`src/hw/core_cfg.svh`:
```
`ifndef CORE_CFG_SVH
`define CORE_CFG_SVH

// Datapath word width
`define CORE_DATA_W 32

// Instruction memory depth is 2**CORE_IMEM_AW, which is also the PC width
`define CORE_IMEM_AW 8

// Register address width, 32 registers
`define CORE_RF_AW 5

// Barrier mask and value width
`define CORE_MASK_W 8

// Network field widths
`define CORE_NET_ID_W 10
`define CORE_NET_ADDR_W 10

// ID this core answers to on the network
`define CORE_NODE_ID 10'd1

`endif

```
`src/hw/core_pkg.sv`:
```
`default_nettype none

`include "core_cfg.svh"

package core_pkg;

    // Instruction codes, NOP must stay all zero so a bubble decodes as NOP
    typedef enum logic [5:0]
    {
        OP_NOP   = 6'd0,
        OP_ADDU  = 6'd1,
        OP_SUBU  = 6'd2,
        OP_AND   = 6'd3,
        OP_OR    = 6'd4,
        OP_MOV   = 6'd5,
        OP_BEQZ  = 6'd6,
        OP_BNEQZ = 6'd7,
        OP_BLTZ  = 6'd8,
        OP_BGTZ  = 6'd9,
        OP_JALR  = 6'd10,
        OP_BAR   = 6'd11,
        OP_WAIT  = 6'd12
    } opcode_e;

    // 16-bit instruction word
    // For branches rs_imm is a signed offset from the branch PC
    typedef struct packed
    {
        opcode_e                 opcode;
        logic [`CORE_RF_AW-1:0]  rd;
        logic [`CORE_RF_AW-1:0]  rs_imm;
    } instruction_t;

    // Network commands, NET_NONE marks an idle network cycle
    typedef enum logic [2:0]
    {
        NET_NONE  = 3'd0,
        NET_INSTR = 3'd1,
        NET_REG   = 3'd2,
        NET_PC    = 3'd3,
        NET_BAR   = 3'd4
    } net_op_e;

    // Run state of the core
    typedef enum logic [1:0]
    {
        IDLE = 2'd0,
        RUN  = 2'd1,
        ERR  = 2'd2
    } state_e;

    // IF/ID payload
    typedef struct packed
    {
        instruction_t              instr;
        logic [`CORE_IMEM_AW-1:0]  pc;
    } if_id_t;

    // ID/EX payload, operand values already forwarded
    typedef struct packed
    {
        instruction_t              instr;
        logic [`CORE_IMEM_AW-1:0]  pc;
        logic [`CORE_RF_AW-1:0]    rd_addr;
        logic [`CORE_DATA_W-1:0]   rs_val;
        logic [`CORE_DATA_W-1:0]   rd_val;
        logic                      wen;
    } id_ex_t;

    // EX/WB payload
    typedef struct packed
    {
        instruction_t              instr;
        logic [`CORE_IMEM_AW-1:0]  pc;
        logic [`CORE_RF_AW-1:0]    w_addr;
        logic [`CORE_DATA_W-1:0]   w_val;
        logic                      wen;
    } ex_wb_t;

endpackage

`default_nettype wire

```
`src/hw/net_ctrl.sv`:
```
`timescale 1ns/1ps
`default_nettype none

`include "core_cfg.svh"

module net_ctrl import core_pkg::*;
(
    input  wire logic                         clk,
    input  wire logic                         n_reset,
    input  wire logic [`CORE_NET_ID_W-1:0]    net_id_i,
    input  net_op_e                           net_op_i,
    input  wire logic [`CORE_NET_ADDR_W-1:0]  net_addr_i,
    input  wire logic [`CORE_DATA_W-1:0]      net_data_i,
    input  instruction_t                      wb_instr_i,
    input  wire logic                         stall_i,
    input  wire logic [`CORE_DATA_W-1:0]      wb_bar_val_i,
    output logic                              imem_wen_o,
    output logic                              rf_net_wen_o,
    output logic                              pc_load_o,
    output logic                              run_o,
    output logic      [`CORE_MASK_W-1:0]      barrier_o,
    output logic                              exception_o
);

    state_e                   state_r;
    logic [`CORE_MASK_W-1:0]  mask_r;
    logic [`CORE_MASK_W-1:0]  bar_val_r;
    logic                     id_match;
    logic                     pc_cmd;
    logic                     bar_cmd;
    logic                     commit_bar;
    logic                     commit_wait;

    // Packet decode, only packets for this node count
    assign id_match     = (net_id_i == `CORE_NODE_ID);
    assign imem_wen_o   = id_match && (net_op_i == NET_INSTR);
    assign rf_net_wen_o = id_match && (net_op_i == NET_REG);
    assign pc_cmd       = id_match && (net_op_i == NET_PC);
    assign bar_cmd      = id_match && (net_op_i == NET_BAR);

    // Start is only accepted from IDLE
    assign pc_load_o = pc_cmd && (state_r == IDLE);
    assign run_o     = (state_r == RUN);

    // Instructions commit from WB only in a cycle that is not stalled
    assign commit_bar  = !stall_i && (wb_instr_i.opcode == OP_BAR);
    assign commit_wait = !stall_i && (wb_instr_i.opcode == OP_WAIT);

    // Mask bit of 1 lets the value bit through
    assign barrier_o = mask_r & bar_val_r;

    always_ff @(posedge clk)
    begin
        if (!n_reset)
        begin
            state_r     <= IDLE;
            mask_r      <= '0;
            bar_val_r   <= '0;
            exception_o <= 1'b0;
        end
        else
        begin
            // Run state, ERR is left only through reset
            if (pc_cmd && (state_r != IDLE))
            begin
                state_r     <= ERR;
                exception_o <= 1'b1;
            end
            else if (pc_load_o)
            begin
                state_r <= RUN;
            end
            else if (commit_wait && (state_r == RUN))
            begin
                state_r <= IDLE;
            end

            // Mask is frozen once in ERR
            if (bar_cmd && (state_r != ERR))
            begin
                mask_r <= net_data_i[`CORE_MASK_W-1:0];
            end

            // Start packet seeds the value, a committed BAR updates it
            if (pc_load_o)
            begin
                bar_val_r <= net_data_i[`CORE_MASK_W-1:0];
            end
            else if (commit_bar)
            begin
                bar_val_r <= wb_bar_val_i[`CORE_MASK_W-1:0];
            end
        end
    end

endmodule

`default_nettype wire

```
`config.mk`:
```
export PLATFORM = sky130hd
export DESIGN_NAME = net_ctrl
export DESIGN_NICKNAME = d
export VERILOG_FILES = /design/src/hw/core_pkg.sv /design/src/hw/net_ctrl.sv
export VERILOG_INCLUDE_DIRS = /design/src /design/src/hw
export SDC_FILE = /design/constraint.sdc
export NUM_CORES = 1
export LEC_CHECK = 0
export ABC_AREA = 1
export ABC_CLOCK_PERIOD_IN_PS = 1500
export BUFFER_PORTS_ARGS = -buffer_cell sky130_fd_sc_hd__clkbuf_2
export CAP_MARGIN = 20
export CORE_MARGIN = 2
export CORE_UTILIZATION = 36
export CTS_BUF_LIST = sky130_fd_sc_hd__clkbuf_2 sky130_fd_sc_hd__clkbuf_4 sky130_fd_sc_hd__clkbuf_8
export CTS_CLUSTER_SIZE = 20
export DETAILED_ROUTE_END_ITERATION = 7
export GPL_TIMING_DRIVEN = 0
export PLACE_DENSITY_LB_ADDON = 0.3
export SLEW_MARGIN = 5
export SYNTH_ARGS = -nofsm -noshare
export SYNTH_HDL_FRONTEND = slang
export SYNTH_SLANG_ARGS = --single-unit
```
`constraint.sdc`:
```
create_clock -name clk -period 1.5 [get_ports clk]
set_clock_uncertainty 0.15 [all_clocks]
set_input_delay 0.3 -clock clk [delete_from_list [all_inputs] [get_ports clk]]
set_output_delay 0.3 -clock clk [all_outputs]
set_load 0.005 [all_outputs]
```
==> out/metrics.csv, run 1 <==
metric,value,unit
final setup vio count,3,
PD cells,560.3,nW/µm²
met2 Use GR,26.40,%
synth warn,0,
syn_nets,282,
row count,20,
Final Util,53.06,%
DR iter-0 viols,47,
register area share after synthesis,33.70,%
status,"complete, but fails checks",
fin cells,284,
"top cells by area, synth","dfxtp_1 (34%), nand2_1 (11%), inv_1 (10%)",
Die H,59.99,µm
"commonest non-fill, non-tap cell in the layout",clkbuf_2,
"commonest non-fill, non-tap cells in the layout","clkbuf_2 (44), nand2_1 (33), inv_1 (29)",
vias in the first global route,1052,
Hold Buf Count CTS,0,
largest net degree at the start of global routing,12,
largest area contributor in the netlist,dfxtp_1,
Clock transition at path regs,0.12,ns
"Largest delay share family, worst path",flip-flops,
io pins,119,
global routing's busiest layer,met2,
leak pwr,0.8283,nW
Main synth FF type,dfxtp_1,
Slew @ Worst Pin,0.4297,ns
Routed wire per std cell,11.03,µm
Synth top area share,33.70,%
failing checks,negative setup slack,
"Avg Cell Area, Syn",6.412,µm²
final hold viol count,0,
worst hold path type,input pin to register,
vias,1329,
CTS buffer count,3,
clock root cell,clkbuf_4,
setup repair after global routing missed its margin,true,
global-route congestion overflow total,0,
crit path cell chain,nor2_4 > nand4_4 > buf_8 > clkinv_4 > buf_6,
first-pass GRT wire length,4.574,mm
initial antenna violation count,0,
M1 GR Usage,22.99,%
Routed WL,3.132,mm
total die area,3599,µm²
Crit path required time,1.05,ns
total clock sinks,19,
number of remaining DRC errors,0,
starting density of the core,37.27,%
register bit total from synthesis,19,
Post-synth EDFFs,0,
share of layout cells above drive strength 1,36.25,%
Crit Path Class,register to primary output,
H-Tree Level Count,1,
RePlAce Congestion,0.7879,
min cycle time layout,1.661,ns
fmax,0.6020,GHz
Skew-Pair Late Insertion Delay,0.30,ns
Total GRT Usage,17.00,%
core area,3028,µm²
fin. max-slew vios,0,
"Slowest-stage cell, CP",dfxtp_4,
dpl cells,269,
CTS tree,yes,
DIE WIDTH,59.99,µm
DR pass1 iterations,4,
buffers and inverters on the worst path,3,
Tcrit/Tclk final,110.7,%
clk buf depth,2,
Mapped Area,1129,µm²
met3 Use GR,2.165,%
CP Data Arrival Time,1.21,ns
Slowest Stage Delay on Critical Path,0.37,ns
Vias per Instance,4.680,
Setup WS pre-CTS,-0.3885,ns
Max Cap Violations,0,
Cells after Synth,176,
CP Launch Type,register,
hold slack,0.09873,ns
Synth cell types,24,
antenna-violating nets left,0,
final setup margin,-0.1611,ns
Critical Path End Type,primary output,
Final nets,347,
port bufs,49,
critical path peak fanout,7,
post-DP HPWL,2.198,mm
Diodes inserted,0,
ys async rst share,0,%
VDD IR max,0.2426,mV
Design Power,900.1,µW
P&R area growth vs syn,42.35,%
Max-slew headroom,71.35,%
layer usage:
| layer | routed length [µm] | vias to the layer above |
|---|---|---|
| met4 | 62 | 0 |
| li1 | - | 690 |
| met5 | 0 | - |
| met1 | 1362 | 580 |
| met2 | 1498 | 54 |
| met3 | 208 | 5 |
synthesized netlist by cell type, types with 2 or more instances:
| cell type | instances |
|---|---|
| nand2_1 | 33 |
| inv_1 | 31 |
| nor2_1 | 25 |
| dfxtp_1 | 19 |
| nand3_1 | 19 |
| a21oi_1 | 11 |
| nand4_1 | 10 |
| o21ai_0 | 8 |
| nor2_2 | 3 |
| buf_2 | 2 |
| nor4_1 | 2 |
registers in the layout, summed over array words and instances, names as in the netlist:
register / count
exception_o: 1
bar_val_r: 8
mask_r: 8
state_r: 2
logic make-up after synthesis:
family                 synth area share (%)
AO/OA/AOI/OAI                         9.202
flip-flops                            33.70
AND/OR/NAND/NOR                       43.57
buffers and inverters                 13.52
path summary, 6_finish.rpt:
check,depth (start not counted),from,slack [ns],to
hold / removal,3,net_data_i[2],0.1,mask_r[2]
hold reg to reg,2,exception_o,0.31,exception_o
setup / recovery,5,state_r[1],-0.16,pc_load_o
setup reg to reg,7,state_r[1],0.06,bar_val_r[7]
layout make-up:
cell class              count  area, µm²
flip-flops and latches     19      385.4
inverters                  32      125.1
fillers                   323       1421
multi-input cells         120      636.9
well taps                  44      55.05
plain buffers               4      28.78
repair buffers             61      347.8
clock inverters             1      5.005
clock buffers               3      22.52
worst register-to-register path, cell delays in order (launching register included):
cell,delay (ns)
dfxtp_4,0.37
nor2_4,0.15
nand4_4,0.10
buf_8,0.16
buf_4,0.13
buf_4,0.12
nand3_1,0.08
a21oi_2,0.07
per-stage QoR:
stage | TNS [ns] | cell area [µm²]
6_report | -0.3592 | 1607
4_1_cts | -0.4740 | 1524
3_3_place_gp | -2.789 | 1429
3_5_place_dp | -3.004 | 1429
5_1_grt | -0.5055 | 1607
2_1_floorplan | -0.01143 | 1129
report_power, final:
part | switching, mW | total [mW] | internal, mW
combinational | 0.0683 | 0.122 | 0.0535
sequential | 0.000465 | 0.504 | 0.503
clock | 0.175 | 0.274 | 0.0997
repair_timing:
item | in CTS | in global routing
pin swaps | 4 | 5
endpoints found under the setup margin | 11 | 3
resized for setup | 8 | 14
buffers inserted | 6 | 6
Note: power is estimated with default switching activity, not from simulation.
==> run 2: changes to the inputs <==
--- a/config.mk
+++ b/config.mk
@@ -10,8 +10,10 @@
 export ABC_CLOCK_PERIOD_IN_PS = 1500
 export BUFFER_PORTS_ARGS = -buffer_cell sky130_fd_sc_hd__clkbuf_2
 export CAP_MARGIN = 20
+export CELL_PAD_IN_SITES_DETAIL_PLACEMENT = 0
+export CELL_PAD_IN_SITES_GLOBAL_PLACEMENT = 1
 export CORE_MARGIN = 2
-export CORE_UTILIZATION = 36
+export CORE_UTILIZATION = 21
 export CTS_BUF_LIST = sky130_fd_sc_hd__clkbuf_2 sky130_fd_sc_hd__clkbuf_4 sky130_fd_sc_hd__clkbuf_8
 export CTS_CLUSTER_SIZE = 20
 export DETAILED_ROUTE_END_ITERATION = 7
==> run 2 against run 1 <==
The run still ends with negative setup slack left. Design area rose by 3.2%. First-iteration DRC count is 47% lower. Sequential share of layout area shrank 0.89 points. Critical path depth increased by 2. Worst hold slack better by 0.063 ns. Clock-buffer cell count rose by 1.
==> out/metrics.csv, run 2 (synthesis gave the netlist of run 1 again) <==
metric,value,unit,change
status,"complete, but fails checks",,
failing checks,negative setup slack,,
post-DP HPWL,2.478,mm,+13%
Regs by FF count,"bar_val_r x8, mask_r x8, state_r x2",,
HP Start,net_data_i[6],,
Routed WL,3.347,mm,+6.9%
"commonest non-fill, non-tap cell in the layout",clkbuf_2,,
fin cells,306,,+7.7%
DR iter-0 viols,25,,-47%
row count,26,,+30%
reg2reg start,state_r[0],,
critical path peak fanout,3,,-4
Switch Pwr,240.5,µW,-1.2%
Die H,77.31,µm,+29%
Routed wire per std cell,10.94,µm,-0.82%
H-Tree Level Count,1,,unchanged
P&R area growth vs syn,46.90,%,
first-pass GRT wire length,5.720,mm,+25%
switching fraction of total power,23.75,%,-3.3 points
io pins,119,,unchanged
final setup vio count,3,,unchanged
share of layout cells above drive strength 1,37.71,%,+1.5 points
Tcrit/Tclk final,106.6,%,-4.1 points
initial antenna violation count,0,,unchanged
RePlAce Congestion,0.7241,,-8.1%
Diodes inserted,0,,unchanged
Crit Path Class,input pin to primary output,,
dpl cells,295,,+9.7%
fill cell count,623,,+93%
Critical Path End Type,primary output,,
leak pwr,0.8225,nW,-0.70%
DR pass1 iterations,4,,unchanged
Setup WS pre-CTS,-0.3573,ns,+0.03113 ns
global-route congestion overflow total,0,,unchanged
hold slack,0.1621,ns,+0.06335 ns
Clk pwr share,37.0,%,+6.5 points
Skew-Pair Late Insertion Delay,0.25,ns,-0.05 ns
CTS buffer count,3,,unchanged
Seq pwr share,49.9,%,-6.1 points
Comb pwr share,13.1,%,-0.4 points
CP Launch Type,input pin,,
vias in the first global route,1290,,+23%
starting density of the core,21.96,%,-15 points
CP Data Arrival Time,1.15,ns,-0.06 ns
total die area,5977,µm²,+66%
Max-slew headroom,69.07,%,-2.3 points
total clock sinks,19,,unchanged
critical path startpoint,net_id_i[7],,
final hold viol count,0,,unchanged
worst hold path type,input pin to register,,
Crit path required time,1.05,ns,about the same
PD cells,610.7,nW/µm²,+9.0%
fin. max-slew vios,0,,unchanged
Final nets,343,,-1.2%
Total GRT Usage,11.82,%,-5.2 points
vias,1270,,-4.4%
fmax,0.6252,GHz,+3.9%
Int Power,771.9,µW,+18%
Max Cap Violations,0,,unchanged
antenna-violating nets left,0,,unchanged
min cycle time layout,1.599,ns,-0.06169 ns
final setup margin,-0.09939,ns,+0.06169 ns
clock root cell,clkbuf_8,,
Vias per Instance,4.150,,-11%
Clock transition at path regs,0.07,ns,-0.05 ns
core area,5140,µm²,+70%
setup repair after global routing missed its margin,true,,
number of remaining DRC errors,0,,unchanged
CTS tree,yes,,
largest net degree at the start of global routing,11,,-1
clk buf depth,2,,unchanged
DIE WIDTH,77.31,µm,+29%
"commonest non-fill, non-tap cells in the layout","clkbuf_2 (43), nand2_1 (32), inv_1 (28)",,
port bufs,49,,unchanged
VDD IR max,0.4053,mV,+67%
Slew @ Worst Pin,0.4640,ns,+0.03429 ns
## run 2: cell count changes in the layout (fill, tap and decap cells not counted), moves of 2 or more
cell      before  now
inv_2          1    3
nor2_4         1    5
nand3_1       19   17
clkbuf_4       3    1
clkbuf_8       0    3
nor4_2         0    2
nand3_2        0    2
buf_4         12    8
nor2_1        22   19
nor4_4         2    0
## run 2: area by class of cell
class                      instances  area (µm²)  share of cell area, %
timing repair buffer              57       334.1                  20.15
buffer                             4       28.78                  1.736
inverter                          32       120.1                  7.245
multi-input combinational        120       655.6                  39.55
sequential                        19       382.9                  23.09
tap                               70       87.58                  5.283
clock buffer                       4       48.80                  2.943
## run 2: timing repair
item / 4_1_cts / 5_1_grt
endpoints found under the hold margin: 0 / 0
setup buffers: 5 / 3
resized for setup: 10 / 24
hold buffers: 0 / 0
endpoints found under the setup margin: 19 / 11
pin swaps: 3 / 3
## run 2: stage by stage
stage | cell area [µm²] | util [%] | total power [mW] | setup TNS, ns
final | 1658 | 32.25 | 1.012 | -0.1986
after global routing | 1658 | 32.25 | 1.069 | -0.4553
after CTS | 1573 | 30.60 | 1.015 | -0.4101
after detailed placement | 1461 | 28.43 | 0.6305 | -4.572
after global placement | 1461 | 28.43 | 0.6302 | -4.564
after floorplan | 1129 | - | 0.5616 | -0.01143
## run 2: power by group through the flow
stage | Combinational, mW | Clock, mW | Sequential, mW
5_1_grt | 0.149 | 0.415 | 0.505
6_report | 0.132 | 0.375 | 0.505
3_3_place_gp | 0.113 | 0 | 0.517
4_1_cts | 0.118 | 0.393 | 0.505
2_1_floorplan | 0.0445 | 0 | 0.517
3_5_place_dp | 0.113 | 0 | 0.517
## run 2: worst paths after layout
kind | to | slack (ns) | depth (start not counted)
worst max register to register | mask_r[5] | 0.13 | 6
worst min-delay path | mask_r[6] | 0.16 | 3
worst max-delay path | rf_net_wen_o | -0.1 | 7
worst min register to register | exception_o | 0.32 | 2
## run 2: metal layers
layer  track usage (%)  wire (µm)  up-vias
met2             22.26       1727       29
met1             13.43       1447      551
met4             2.143         15        0
met3             2.941        157        2
met5                 0          0        -
li1                  -          -      688
## run 2: critical path, cell delays in order
cell	delay (ns)
buf_6	0.09
nor2_2	0.10
nand3_2	0.09
nor2_4	0.14
inv_2	0.06
nor4_2	0.23
buf_2	0.15
==> run 3: changes to the inputs <==
--- a/config.mk
+++ b/config.mk
@@ -19,6 +19,7 @@
 export DETAILED_ROUTE_END_ITERATION = 7
 export GPL_TIMING_DRIVEN = 0
 export PLACE_DENSITY_LB_ADDON = 0.3
+export REMOVE_ABC_BUFFERS = 1
 export SLEW_MARGIN = 5
 export SYNTH_ARGS = -nofsm -noshare
 export SYNTH_HDL_FRONTEND = slang
==> run 3 against run 2 <==
The flow still finishes with violations (negative setup slack). Design area is 2.8% lower. Maximum frequency increased by 3.1%. Sequential power barely moved. Critical path depth unchanged. Register-to-register slack worse by 0.02 ns. Cell count fell by 1.3%. Core utilization decreased by 0.90 points. Power fell by 0.70%. Clock-buffer cell count stayed put. Wire length about the same. Critical endpoint unchanged. Largest power group unchanged. Highest routed layer unchanged.
==> out/metrics.csv, run 3 (synthesis gave the netlist of run 1 again) <==
metric,value,unit,change
first-pass GRT wire length,5.747,mm,+0.47%
Final nets,339,,-1.2%
clock root cell,clkbuf_8,,
vias,1256,,-1.1%
fin. max-slew vios,0,,unchanged
CP Data Arrival Time,1.10,ns,-0.05 ns
vias in the first global route,1221,,-5.3%
Die H,77.31,µm,unchanged
post-DP HPWL,2.464,mm,-0.59%
"Largest delay share family, worst path",simple AND/OR/NAND/NOR gates,,
row count,26,,unchanged
M1 GR Usage,15.73,%,+2.3 points
Routed WL,3.346,mm,about the same
Vias per Instance,4.159,,+0.21%
DR iter-0 viols,40,,+60%
Clk pwr share,37.0,%,about the same
"Slowest-stage cell, CP",nor2_4,,
Max-slew headroom,73.09,%,+4.0 points
fmax,0.6447,GHz,+3.1%
fin cells,302,,-1.3%
H-Tree Level Count,1,,unchanged
CTS buffer count,3,,unchanged
Skew-Pair Late Insertion Delay,0.25,ns,about the same
total die area,5977,µm²,unchanged
final setup vio count,2,,-1
reg-to-reg endpoint,mask_r[4],,
port bufs,50,,+2.0%
met3 Use GR,3.059,%,+0.12 points
RePlAce Congestion,0.7432,,+2.6%
DIE WIDTH,77.31,µm,unchanged
final instance area,1612,µm²,-2.8%
setup repair after global routing missed its margin,true,,
global routing's busiest layer,met2,,
initial antenna violation count,0,,unchanged
Seq pwr share,50.1,%,+0.2 points
reg2reg start,state_r[1],,
global-route congestion overflow total,0,,unchanged
status,"complete, but fails checks",,
buffers and inverters on the worst path,3,,unchanged
CP Launch Type,input pin,,
Total GRT Usage,12.02,%,+0.20 points
final setup margin,-0.05110,ns,+0.04829 ns
Comb pwr share,12.9,%,-0.2 points
total clock sinks,19,,unchanged
Slew @ Worst Pin,0.4024,ns,-0.06158 ns
worst reg-to-reg setup slack,0.11,ns,-0.02 ns
P&R area growth vs syn,42.79,%,
Diodes inserted,0,,unchanged
Critical Path End Type,primary output,,
CTS tree,yes,,
Crit Path Class,input pin to primary output,,
Crit path required time,1.05,ns,about the same
hold slack,0.1492,ns,-0.01283 ns
core area,5140,µm²,unchanged
min cycle time layout,1.551,ns,-0.04829 ns
antenna-violating nets left,0,,unchanged
PD cells,623.8,nW/µm²,+2.2%
Routed wire per std cell,11.08,µm,+1.3%
CP endpoint,rf_net_wen_o,,
dpl cells,291,,-1.4%
cells on worst reg2reg path,6,,unchanged
"commonest non-fill, non-tap cells in the layout","clkbuf_2 (46), nand2_1 (32), inv_1 (29)",,
failing checks,negative setup slack,,
Int Power,766.6,µW,-0.69%
Max Cap Violations,0,,unchanged
critical path depth,7,,unchanged
Design Power,1.005,mW,-0.70%
critical path peak fanout,2,,-1
crit path cell chain,buf_6 > nor2_2 > nand3_1 > nor2_4 > inv_2 > nor4_2 > buf_2,,
switching fraction of total power,23.74,%,about the same
Slowest Stage Delay on Critical Path,0.16,ns,-0.07 ns
Switch Pwr,238.7,µW,-0.74%
clk buf depth,2,,unchanged
"commonest non-fill, non-tap cell in the layout",clkbuf_2,,
Clock transition at path regs,0.07,ns,about the same
final hold viol count,0,,unchanged
Tcrit/Tclk final,103.4,%,-3.2 points
placed inst area,1434,µm²,-1.9%
starting density of the core,21.96,%,unchanged
largest net degree at the start of global routing,17,,+6
critical path startpoint,net_id_i[7],,
met2 Use GR,20.35,%,-1.9 points
DR pass1 iterations,4,,unchanged
worst hold path type,input pin to register,,
number of remaining DRC errors,0,,unchanged
VDD IR max,0.4746,mV,+17%
Regs by FF count,"bar_val_r x8, mask_r x8, state_r x2",,
leak pwr,0.8003,nW,-2.7%
io pins,119,,unchanged
share of layout cells above drive strength 1,36.64,%,-1.1 points
==> run 3: cell count changes in the layout (fill, tap and decap cells not counted), moves of 2 or more <==
cell,change
clkbuf_2,+3
o21ai_0,-3
o21ai_1,+3
buf_2,-2
buf_8,-2
==> run 3: tightest hold or removal path, stage by stage <==
cell and delay, ns:
clkbuf_2 0.09, o21ai_1 0.06, nor2_1 0.07
==> run 3: timing repair <==
action,4_1_cts,5_1_grt
pin swaps,6,5
buffers inserted,5,3
endpoints found under the setup margin,22,19
cloned,0,0
hold buffers,0,0
gates resized for setup,8,20
==> run 3: power by group through the flow <==
stage / clock network, mW / registers (mW) / logic [mW]
after floorplan: 0 / 0.517 / 0.0414
after global placement: 0 / 0.517 / 0.114
after detailed placement: 0 / 0.517 / 0.113
after CTS: 0.384 / 0.505 / 0.120
after global routing: 0.413 / 0.504 / 0.146
final: 0.372 / 0.504 / 0.129
==> run 3: final cells by class <==
type / count / area [µm²]
Sequential cell: 19 / 385.4
Fill cell: 630 / 3528
Clock buffer: 4 / 48.80
Tap cell: 70 / 87.58
Multi-Input combinational cell: 120 / 654.4
Inverter: 32 / 120.1
Timing Repair Buffer: 57 / 315.3
==> run 3: worst min-delay path by stage <==
stage                        startpoint          end  slack [ns]  depth (start not counted)
final                     net_data_i[1]    mask_r[1]        0.15                          3
after global routing      net_data_i[7]    mask_r[7]        0.18                          3
after CTS                 net_data_i[7]    mask_r[7]        0.16                          3
after detailed placement    exception_o  exception_o        0.30                          2
after global placement      exception_o  exception_o        0.30                          2
after floorplan                 n_reset   state_r[0]        0.28                          2
==> run 3: through the flow <==
stage,utilization [%],setup TNS (ns),worst slack (ns)
final,31.35,-0.06891,-0.05110
after global routing,31.35,-0.2844,-0.1263
after CTS,30.14,-0.1555,-0.08790
after detailed placement,27.90,-11.57,-0.7175
after global placement,27.90,-11.47,-0.7147
after floorplan,-,-0.6854,-0.1630
==> run 3: per-layer routing <==
| layer | vias up | routed length, µm |
|---|---|---|
| met5 | - | 0 |
| met4 | 0 | 16 |
| met3 | 2 | 178 |
| met2 | 36 | 1525 |
| met1 | 542 | 1626 |
| li1 | 676 | - |
